File: src/acq_pkg.sv
`default_nettype none

package acq_pkg;

////////////////////////////////////////////////////////////
// record field widths, fixed by the header layouts
////////////////////////////////////////////////////////////

localparam int WORD_W      = 128;  // one ddr3 fifo word
localparam int PAIR_W      = 26;   // two 12-bit samples plus two over-range bits
localparam int BURST_W     = 23;   // burst count and burst address
localparam int WAVE_W      = 12;   // waveform count and waveform number
localparam int GAP_W       = 22;   // idle cycles between waveforms
localparam int FILL_NUM_W  = 24;   // fill number
localparam int TAG_W       = 16;   // channel tag
localparam int FILL_TYPE_W = 2;    // fill type

typedef logic [WORD_W-1:0] acq_word_t;  // header, data or checksum word

////////////////////////////////////////////////////////////
// sequencer states and word opcodes
////////////////////////////////////////////////////////////

typedef enum logic [2:0] {
    st_idle     = 3'd0,  // waiting for fill_start
    st_fill_hdr = 3'd1,  // counter load, then fill header
    st_wave_hdr = 3'd2,  // one waveform header
    st_data     = 3'd3,  // data words on adc_valid
    st_gap      = 3'd4,  // idle between waveforms
    st_checksum = 3'd5   // closing word
} acq_state_e;

typedef enum logic [1:0] {
    sel_fill_hdr = 2'd0,
    sel_wave_hdr = 2'd1,
    sel_data     = 2'd2,
    sel_checksum = 2'd3
} word_sel_e;

endpackage

`default_nettype wire

File: src/acq_fsm.sv
`timescale 1ns/10ps
`default_nettype none

module acq_fsm (
    input  wire                clk,
    input  wire                rst_n,
    input  wire                fill_start,   // one-cycle pulse
    input  wire                adc_valid,    // sample pairs valid this cycle
    input  wire                words_last,   // last data word of this waveform
    input  wire                waves_last,   // last waveform of the fill
    input  wire                gap_done,     // gap over, or zero gap on load
    output logic               busy,
    output logic               fill_done,
    output logic               load_words,
    output logic               step_word,
    output logic               load_waves,
    output logic               step_wave,
    output logic               load_gap,
    output logic               word_strobe,  // emit one word this cycle
    output acq_pkg::word_sel_e word_sel      // which word
);

acq_pkg::acq_state_e state;      // current phase
acq_pkg::acq_state_e state_nxt;
logic                hdr_armed;  // second cycle of st_fill_hdr
logic                data_take;  // data word accepted
logic                wave_end;   // last data word of a waveform

////////////////////////////////////////////////////////////
// state register
////////////////////////////////////////////////////////////

always_ff @(posedge clk or negedge rst_n) begin
    if (!rst_n) begin
        state     <= acq_pkg::st_idle;
        hdr_armed <= 1'b0;
        fill_done <= 1'b0;
    end else begin
        state     <= state_nxt;
        hdr_armed <= (state == acq_pkg::st_fill_hdr) && !hdr_armed;  // load cycle first
        fill_done <= (state == acq_pkg::st_checksum);                // lines up with out_valid
    end
end

////////////////////////////////////////////////////////////
// next state
////////////////////////////////////////////////////////////

always_comb begin
    state_nxt = state;
    case (state)
        acq_pkg::st_idle: begin
            if (fill_start) begin
                state_nxt = acq_pkg::st_fill_hdr;
            end
        end
        acq_pkg::st_fill_hdr: begin
            if (hdr_armed) begin  // header goes out this cycle
                state_nxt = acq_pkg::st_wave_hdr;
            end
        end
        acq_pkg::st_wave_hdr: begin
            state_nxt = acq_pkg::st_data;
        end
        acq_pkg::st_data: begin
            if (wave_end) begin
                if (waves_last) begin
                    state_nxt = acq_pkg::st_checksum;
                end else if (gap_done) begin  // zero gap
                    state_nxt = acq_pkg::st_wave_hdr;
                end else begin
                    state_nxt = acq_pkg::st_gap;
                end
            end
        end
        acq_pkg::st_gap: begin
            if (gap_done) begin
                state_nxt = acq_pkg::st_wave_hdr;
            end
        end
        acq_pkg::st_checksum: begin
            state_nxt = acq_pkg::st_idle;
        end
        default: begin
            state_nxt = acq_pkg::st_idle;
        end
    endcase
end

////////////////////////////////////////////////////////////
// counter controls and word strobe
////////////////////////////////////////////////////////////

assign data_take = (state == acq_pkg::st_data) && adc_valid;  // adc_valid ignored elsewhere
assign wave_end  = data_take && words_last;

assign busy       = (state != acq_pkg::st_idle);
assign load_waves = (state == acq_pkg::st_fill_hdr) && !hdr_armed;
assign load_words = (state == acq_pkg::st_wave_hdr);  // reload per waveform
assign step_word  = data_take;
assign step_wave  = wave_end && !waves_last;          // next waveform number
assign load_gap   = wave_end && !waves_last;

assign word_strobe = ((state == acq_pkg::st_fill_hdr) && hdr_armed)
                   || (state == acq_pkg::st_wave_hdr)
                   || data_take
                   || (state == acq_pkg::st_checksum);

always_comb begin
    case (state)
        acq_pkg::st_fill_hdr: word_sel = acq_pkg::sel_fill_hdr;
        acq_pkg::st_wave_hdr: word_sel = acq_pkg::sel_wave_hdr;
        acq_pkg::st_checksum: word_sel = acq_pkg::sel_checksum;
        default:              word_sel = acq_pkg::sel_data;  // no strobe in idle or gap
    endcase
end

// no word may leave while idle or in a gap
a_no_strobe_idle_gap: assert property (
    @(posedge clk) disable iff (!rst_n)
    (state inside {acq_pkg::st_idle, acq_pkg::st_gap}) |-> !word_strobe
);

endmodule

`default_nettype wire

File: src/acq_counter.sv
`timescale 1ns/10ps
`default_nettype none

module acq_counter (
    input  wire                         clk,
    input  wire                         rst_n,
    input  wire [acq_pkg::BURST_W-1:0]  num_fill_bursts,  // data words per waveform
    input  wire [acq_pkg::WAVE_W-1:0]   num_waveforms,
    input  wire [acq_pkg::GAP_W-1:0]    waveform_gap,
    input  wire                         load_words,
    input  wire                         step_word,
    input  wire                         load_waves,
    input  wire                         step_wave,
    input  wire                         load_gap,
    output logic                        words_last,
    output logic                        waves_last,
    output logic                        gap_done,
    output logic [acq_pkg::WAVE_W-1:0]  current_waveform_num
);

logic [acq_pkg::BURST_W-1:0] words_left;  // data words left in this waveform
logic [acq_pkg::WAVE_W-1:0]  waves_left;  // waveforms left in the fill
logic [acq_pkg::GAP_W-1:0]   gap_left;    // idle cycles left

always_ff @(posedge clk or negedge rst_n) begin
    if (!rst_n) begin
        words_left           <= '0;
        waves_left           <= '0;
        gap_left             <= '0;
        current_waveform_num <= '0;
    end else begin
        if (load_words) begin
            words_left <= num_fill_bursts;
        end else if (step_word) begin
            words_left <= words_left - 1'b1;
        end
        if (load_waves) begin
            waves_left           <= num_waveforms;
            current_waveform_num <= '0;  // numbering starts at 0
        end else if (step_wave) begin
            waves_left           <= waves_left - 1'b1;
            current_waveform_num <= current_waveform_num + 1'b1;
        end
        if (load_gap) begin
            gap_left <= waveform_gap;
        end else if (gap_left != '0) begin
            gap_left <= gap_left - 1'b1;  // free running down to zero
        end
    end
end

assign words_last = (words_left == acq_pkg::BURST_W'(1));
assign waves_last = (waves_left == acq_pkg::WAVE_W'(1));
// on load only a zero gap is done, later the last gap cycle ends it
assign gap_done   = load_gap ? (waveform_gap == '0) : (gap_left <= acq_pkg::GAP_W'(1));

a_step_word_nonzero: assert property (
    @(posedge clk) disable iff (!rst_n) step_word |-> (words_left != '0)
);
a_step_wave_nonzero: assert property (
    @(posedge clk) disable iff (!rst_n) step_wave |-> (waves_left != '0)
);

endmodule

`default_nettype wire

File: src/acq_record_mux.sv
`timescale 1ns/10ps
`default_nettype none

module acq_record_mux (
    input  wire                            clk,
    input  wire                            rst_n,
    input  wire [acq_pkg::PAIR_W-1:0]      dat0,                  // oldest sample pair
    input  wire [acq_pkg::PAIR_W-1:0]      dat1,
    input  wire [acq_pkg::PAIR_W-1:0]      dat2,
    input  wire [acq_pkg::PAIR_W-1:0]      dat3,                  // newest sample pair
    input  wire [acq_pkg::FILL_TYPE_W-1:0] fill_type,
    input  wire [acq_pkg::FILL_NUM_W-1:0]  fill_num,
    input  wire [acq_pkg::BURST_W-1:0]     num_fill_bursts,
    input  wire [acq_pkg::BURST_W-1:0]     burst_start_adr,       // ddr3 burst address
    input  wire [acq_pkg::WAVE_W-1:0]      num_waveforms,
    input  wire [acq_pkg::WAVE_W-1:0]      current_waveform_num,
    input  wire [acq_pkg::GAP_W-1:0]       waveform_gap,
    input  wire [acq_pkg::TAG_W-1:0]       channel_tag,
    input  wire                            word_strobe,
    input  wire acq_pkg::word_sel_e        word_sel,
    output acq_pkg::acq_word_t             out_dat,
    output acq_pkg::word_sel_e             out_kind,
    output logic                           out_valid
);

localparam int SAMPLE_W  = 12;  // adc bits kept per sample
localparam int SLOT_W    = 16;  // sample slot in the output word
localparam int NUM_PAIRS = 4;
localparam int HI_LSB    = acq_pkg::PAIR_W - SAMPLE_W;  // upper sample starts at bit 14

acq_pkg::acq_word_t         fill_header;
acq_pkg::acq_word_t         wave_header;
acq_pkg::acq_word_t         data_word;
acq_pkg::acq_word_t         checksum;       // xor of every word so far
logic [acq_pkg::PAIR_W-1:0] pair [NUM_PAIRS];

////////////////////////////////////////////////////////////
// headers
////////////////////////////////////////////////////////////

// 2'b01 tag on top, sign-extended data only ever shows 00 or 11 there
assign fill_header = {
    2'b01,            // 127:126 header tag
    channel_tag,      // 125:110
    waveform_gap,     // 109:88
    num_waveforms,    // 87:76
    burst_start_adr,  // 75:53
    3'b000,           // 52:50 burst address is 8-word aligned
    num_fill_bursts,  // 49:27
    1'b0,             // 26 reserved
    fill_type,        // 25:24
    fill_num          // 23:0
};

assign wave_header = {
    2'b01,                 // 127:126 header tag
    12'b0,                 // 125:114 spare
    channel_tag,           // 113:98
    waveform_gap,          // 97:76
    current_waveform_num,  // 75:64
    num_waveforms,         // 63:52
    burst_start_adr,       // 51:29
    3'b000,                // 28:26
    num_fill_bursts,       // 25:3
    1'b0,                  // 2 reserved
    fill_type              // 1:0
};

////////////////////////////////////////////////////////////
// sample packing
////////////////////////////////////////////////////////////

assign pair[0] = dat0;
assign pair[1] = dat1;
assign pair[2] = dat2;
assign pair[3] = dat3;

// over-range bits 0 and 13 are dropped, each sample sign extended
always_comb begin
    data_word = '0;
    for (int p = 0; p < NUM_PAIRS; p++) begin
        data_word[2*p*SLOT_W +: SLOT_W] =
            {{(SLOT_W-SAMPLE_W){pair[p][SAMPLE_W]}}, pair[p][SAMPLE_W:1]};
        data_word[(2*p+1)*SLOT_W +: SLOT_W] =
            {{(SLOT_W-SAMPLE_W){pair[p][acq_pkg::PAIR_W-1]}}, pair[p][acq_pkg::PAIR_W-1:HI_LSB]};
    end
end

////////////////////////////////////////////////////////////
// output word and running checksum
////////////////////////////////////////////////////////////

always_ff @(posedge clk or negedge rst_n) begin
    if (!rst_n) begin
        out_valid <= 1'b0;
    end else begin
        out_valid <= word_strobe;  // one cycle behind the strobe
    end
end

always_ff @(posedge clk) begin
    if (word_strobe) begin
        out_kind <= word_sel;
        case (word_sel)
            acq_pkg::sel_fill_hdr: begin
                out_dat  <= fill_header;
                checksum <= fill_header;  // new fill restarts the sum
            end
            acq_pkg::sel_wave_hdr: begin
                out_dat  <= wave_header;
                checksum <= checksum ^ wave_header;
            end
            acq_pkg::sel_data: begin
                out_dat  <= data_word;
                checksum <= checksum ^ data_word;
            end
            default: begin
                out_dat <= checksum;  // closing word, sum held
            end
        endcase
    end
end

// the sequencer must hand over a defined opcode with every strobe
a_sel_known: assert property (
    @(posedge clk) disable iff (!rst_n) word_strobe |-> !$isunknown(word_sel)
);

endmodule

`default_nettype wire

File: src/acq_writer.sv
`timescale 1ns/10ps
`default_nettype none

module acq_writer (
    input  wire                            clk,
    input  wire                            rst_n,
    input  wire                            fill_start,
    input  wire [acq_pkg::FILL_TYPE_W-1:0] fill_type,        // stable while busy
    input  wire [acq_pkg::FILL_NUM_W-1:0]  fill_num,
    input  wire [acq_pkg::BURST_W-1:0]     num_fill_bursts,
    input  wire [acq_pkg::BURST_W-1:0]     burst_start_adr,
    input  wire [acq_pkg::WAVE_W-1:0]      num_waveforms,
    input  wire [acq_pkg::GAP_W-1:0]       waveform_gap,
    input  wire [acq_pkg::TAG_W-1:0]       channel_tag,
    input  wire [acq_pkg::PAIR_W-1:0]      dat0,
    input  wire [acq_pkg::PAIR_W-1:0]      dat1,
    input  wire [acq_pkg::PAIR_W-1:0]      dat2,
    input  wire [acq_pkg::PAIR_W-1:0]      dat3,
    input  wire                            adc_valid,
    output acq_pkg::acq_word_t             out_dat,          // to the ddr3 write fifo
    output acq_pkg::word_sel_e             out_kind,
    output logic                           out_valid,
    output logic                           busy,
    output logic                           fill_done
);

logic                        load_words;  // sequencer to counter
logic                        step_word;
logic                        load_waves;
logic                        step_wave;
logic                        load_gap;
logic                        words_last;  // counter to sequencer
logic                        waves_last;
logic                        gap_done;
logic [acq_pkg::WAVE_W-1:0]  current_waveform_num;
logic                        word_strobe; // sequencer to mux
acq_pkg::word_sel_e          word_sel;

acq_fsm fsm_i (
    .clk         (clk),
    .rst_n       (rst_n),
    .fill_start  (fill_start),
    .adc_valid   (adc_valid),
    .words_last  (words_last),
    .waves_last  (waves_last),
    .gap_done    (gap_done),
    .busy        (busy),
    .fill_done   (fill_done),
    .load_words  (load_words),
    .step_word   (step_word),
    .load_waves  (load_waves),
    .step_wave   (step_wave),
    .load_gap    (load_gap),
    .word_strobe (word_strobe),
    .word_sel    (word_sel)
);

acq_counter counter_i (
    .clk                  (clk),
    .rst_n                (rst_n),
    .num_fill_bursts      (num_fill_bursts),
    .num_waveforms        (num_waveforms),
    .waveform_gap         (waveform_gap),
    .load_words           (load_words),
    .step_word            (step_word),
    .load_waves           (load_waves),
    .step_wave            (step_wave),
    .load_gap             (load_gap),
    .words_last           (words_last),
    .waves_last           (waves_last),
    .gap_done             (gap_done),
    .current_waveform_num (current_waveform_num)
);

acq_record_mux mux_i (
    .clk                  (clk),
    .rst_n                (rst_n),
    .dat0                 (dat0),
    .dat1                 (dat1),
    .dat2                 (dat2),
    .dat3                 (dat3),
    .fill_type            (fill_type),
    .fill_num             (fill_num),
    .num_fill_bursts      (num_fill_bursts),
    .burst_start_adr      (burst_start_adr),
    .num_waveforms        (num_waveforms),
    .current_waveform_num (current_waveform_num),
    .waveform_gap         (waveform_gap),
    .channel_tag          (channel_tag),
    .word_strobe          (word_strobe),
    .word_sel             (word_sel),
    .out_dat              (out_dat),
    .out_kind             (out_kind),
    .out_valid            (out_valid)
);

endmodule

`default_nettype wire

File: config.mk
export PLATFORM = sky130hd
export DESIGN_NAME = acq_writer
export DESIGN_NICKNAME = d
export VERILOG_FILES = /design/src/acq_pkg.sv /design/src/acq_fsm.sv /design/src/acq_counter.sv /design/src/acq_record_mux.sv /design/src/acq_writer.sv
export SDC_FILE = /design/constraint.sdc
export NUM_CORES = 1
export LEC_CHECK = 0
export ABC_CLOCK_PERIOD_IN_PS = 27200
export BUFFER_PORTS_ARGS = -buffer_cell sky130_fd_sc_hd__buf_4
export CORE_MARGIN = 2
export CORE_UTILIZATION = 55
export CTS_BUF_LIST = sky130_fd_sc_hd__clkbuf_2 sky130_fd_sc_hd__clkbuf_4 sky130_fd_sc_hd__clkbuf_8
export CTS_CLUSTER_DIAMETER = 40
export CTS_CLUSTER_SIZE = 30
export DETAILED_ROUTE_END_ITERATION = 10
export GPL_ROUTABILITY_DRIVEN = 0
export PLACE_DENSITY_LB_ADDON = 0.12
export SLEW_MARGIN = 20
export SYNTH_ARGS = -nofsm -noshare
export SYNTH_HDL_FRONTEND = slang
export SYNTH_SLANG_ARGS = --single-unit
export TNS_END_PERCENT = 5
File: constraint.sdc
create_clock -name clk -period 27.2 [get_ports clk]
set_input_delay 2.72 -clock clk [delete_from_list [all_inputs] [get_ports clk]]
set_output_delay 2.72 -clock clk [all_outputs]
set_load 0.01 [all_outputs]
==> summary.txt <==
Placed design
  • IO Port Bufs: 354
  • HPWL Detailed: 43.0 mm
  • Placed insts: 2,608

Floorplanning
  • Initial Util: 0.557
  • Die Wd: 194 um
  • Row cnt: 69
  • Io pins: 363
  • Die height: 194 um
  • DIE AREA: 37,500 um^2
  • Core box area: 35,500 um^2

Worst setup path
  • CP cell instances: buf_12 > nor2_1 > nand2_1 > buf_4
  • Critical path class: reg -> out
  • Worst EP required: 24,480 ps
  • CP Launch Point: fsm_i.state[0]$_DFFE_PN0P_
  • RR Endpoint: counter_i.waves_left[3]$_DFFE_PN0P_
  • Critical Path AT: 2230 ps
  • RR Startpoint: fsm_i.state[1]$_DFFE_PN0P_
  • Setup crit end: busy
  • Cells on worst reg2reg path: 9
  • Delay-heaviest family, CP: buffers and inverters
  • Crit path depth: 4
  • Critical path launch point type: register
  • CP peak stage delay: 680 ps
  • CP max stage cell: buf_12
  • Setup crit end kind: output port
  • Maximum fanout along the worst path: 228
  • Reg2Reg Setup Slack: 22,620 ps
  • Crit path buffers/inverters: 2

Synthesis
  • Post-Syn Area: 19,800 um^2
  • Synthesized flop and latch total: 333
  • Synth Area in Compound Gates: 0.297
  • EDFF count, synth: 258
  • Syn_nets: 2,181
  • Async S/R FF share, synth: 0.225
  • Area share of the largest cell type after synthesis: 0.392
  • Seq/Total Area, Yosys: 0.487
  • Post-synth top flop: edfxtp_1
  • Combinational family with the most area after synthesis: compound AO/OA/AOI/OAI gates
  • Post-synthesis xor/xnor area fraction: 0.0244
  • Mux share of post-synthesis cell area: 0.0486
  • Top cells by count, synth: 258 x edfxtp_1, 170 x nor2_1, 136 x o21ai_0
  • Ys Warns: 0
  • Synth Instances: 1,943
  • Post-synth cell types: 62
  • Count leader, synth: edfxtp_1
  • Post-synthesis simple-gate area fraction: 0.100
  • Synth top area cells: edfxtp_1 39%, dfrtp_1 9.5%, a221o_1 5.5%, mux2i_1 4.9%, o22ai_1 3.8%
  • Syn Area/Cell: 10.2 um^2
  • Post-synth top area cell: edfxtp_1
  • Post-Synth Adder-Cell Area: 0.00507

Detailed routing
  • # DRC: 0
  • 1st-iter DRT viols: 2,500
  • Post-route ant nets: 0
  • Vias: 19,000
  • Routed wire per std cell: 25.9 um
  • Number of detailed-route iterations in the first pass: 6
  • DRT Wirelength: 69.8 mm
  • Via/cell ratio: 7.05

CTS
  • Num CTS Buffers: 49
  • Total clock sinks: 333
  • Skew-Pair Late Insertion Delay: 640 ps
  • Clock buffer depth: 3
  • CTS tree: done
  • Setup bufs post-CTS: 0
  • Root Buffer: clkbuf_8
  • H-tree lvl count: 2
  • Hold buffer count at CTS: 0
  • Cts repair resizes: 0
  • Clk pin slew, worst setup/hold paths: 80 ps

Job
  • Max-cap violations: 0

Power
  • Clock power frac: 0.154
  • Comb power frac: 0.501
  • Net switching power: 1.38 mW
  • Cell internal pwr: 1.86 mW
  • Sw Share: 0.427
  • Power, Total: 3.24 mW
  • PwrDens: 136 nW/um^2
  • VDD IR max: 0.0979 mV
  • Leakage: 8.97 nW
  • Seq pwr share: 0.345

Layout
  • Synth-to-layout area growth: 20.3%
  • N_diodes: 0
  • Fin cells: 2,700
  • Layout cells sized above 1: 0.219
  • Final nets: 2,436

Global route
  • Initial antenna violation count: 0
  • Vias in the first global route: 18,200
  • GRT Overall Usage: 0.359
  • Grt total ovfl: 0
  • Largest net degree at the start of global routing: 229
  • First-pass GRT wire length: 106 mm

STA
  • Max-slew headroom: 0.214
  • Setup TNS: 0 ps
  • Tmin final: 4950 ps
  • Period utilization: 0.182
  • Setup violators final: 0
  • RSZ-0062 raised after global routing: false
  • Clock skew: 27.3 ps
  • Tightest Pin Transition: 1180 ps
  • Fmax: 202 MHz
  • Fin. Hold Viols: 0
  • Fin. max-slew vios: 0

Outcome
  • Outcome: complete, no violations

Min path
  • Hold Path Class: reg -> reg
-- cell usage in the layout, fill, tap and decap left out, drive strengths merged, types with 3 or more instances in the layout --
cell and count:
nor4 19, clkinvlp 6, ha 8, nand2b 20, o31ai 12, nand3 26, o221ai 74, nor3 25
a21oi 111, o22ai 119, xnor2 32, dfrtp 75, mux2i 96, edfxtp 258, xor2 23, nand2 129
o22a 3, o21ai 140, nor2 170, nand4b 3, nor3b 3, a22oi 88, nor2b 4, a221o 108
buf 376, inv 20, a221oi 9, nand4bb 3, bufinv 8, or4 11, o21a 89, clkinv 17
a31oi 7, o211ai 59, clkbuf 59, nand4 6
-- power by group through the flow --
stage | logic [mW] | registers, mW | clock network [mW]
after floorplan | 1.01 | 1.19 | 0
after global placement | 1.55 | 1.11 | 0
after detailed placement | 1.60 | 1.12 | 0
after CTS | 1.60 | 1.11 | 0.501
after global routing | 1.74 | 1.15 | 0.521
final | 1.62 | 1.12 | 0.498
-- logic make-up after synthesis --
family | after synthesis
AND/OR/NAND/NOR | 427
AO/OA/AOI/OAI | 834
adder cells (fa/ha/maj) | 8
buffers and inverters | 190
multiplexers | 96
flip-flops | 333
XOR/XNOR | 55
-- cell type report --
| type | instances | area, um^2 |
|---|---|---|
| clock inverters | 33 | 407 |
| fillers | 2813 | 11700 |
| well taps | 461 | 577 |
| inverters | 18 | 68.8 |
| flip-flops and latches | 333 | 9630 |
| repair buffers | 376 | 2840 |
| multi-input cells | 1420 | 9480 |
| clock buffers | 59 | 774 |
-- metrics by stage --
stage	setup slack, ps	utilization	area, um^2	hold slack, ps
5_1_grt	22050	0.670	23800	548
3_3_place_gp	21750	0.637	22600	490
3_5_place_dp	21710	0.637	22600	498
2_1_floorplan	16180	-	19800	471
6_report	22250	0.670	23800	516
4_1_cts	22210	0.670	23800	513
-- worst min path at each step --
stage / from / end / slack (ps) / cells past startpoint
6_report: counter_i.waves_left[9]$_DFFE_PN0P_ / counter_i.waves_left[9]$_DFFE_PN0P_ / 520 / 1
5_1_grt: counter_i.waves_left[9]$_DFFE_PN0P_ / counter_i.waves_left[9]$_DFFE_PN0P_ / 550 / 1
4_1_cts: counter_i.waves_left[9]$_DFFE_PN0P_ / counter_i.waves_left[9]$_DFFE_PN0P_ / 510 / 1
3_5_place_dp: counter_i.waves_left[9]$_DFFE_PN0P_ / counter_i.waves_left[9]$_DFFE_PN0P_ / 500 / 1
3_3_place_gp: counter_i.waves_left[9]$_DFFE_PN0P_ / counter_i.waves_left[9]$_DFFE_PN0P_ / 490 / 1
2_1_floorplan: counter_i.waves_left[9]$_DFFE_PN0P_ / counter_i.waves_left[9]$_DFFE_PN0P_ / 470 / 1
-- registers in the layout (all words and copies together), names as in the netlist --
| signal | flops |
|---|---|
| fsm_i.state | 3 |
| mux_i.out_kind | 2 |
| counter_i.current_waveform_num | 12 |
| counter_i.words_left | 23 |
| counter_i.waves_left | 12 |
| fsm_i.fill_done | 1 |
| mux_i.checksum | 128 |
| counter_i.gap_left | 22 |
| fsm_i.hdr_armed | 1 |
| mux_i.out_valid | 1 |
| mux_i.out_dat | 128 |
-- metal layers --
| metal | up-vias | global-route usage | share of wire |
|---|---|---|---|
| met3 | 203 | 0.0781 | 0.12 |
| met1 | 9198 | 0.503 | 0.39 |
| met4 | 0 | 0.174 | 0.045 |
| met2 | 1360 | 0.532 | 0.45 |
| li1 | 8270 | - | - |
| met5 | - | 0 | 0 |
No activity file was read; power rests on OpenSTA's default activity.
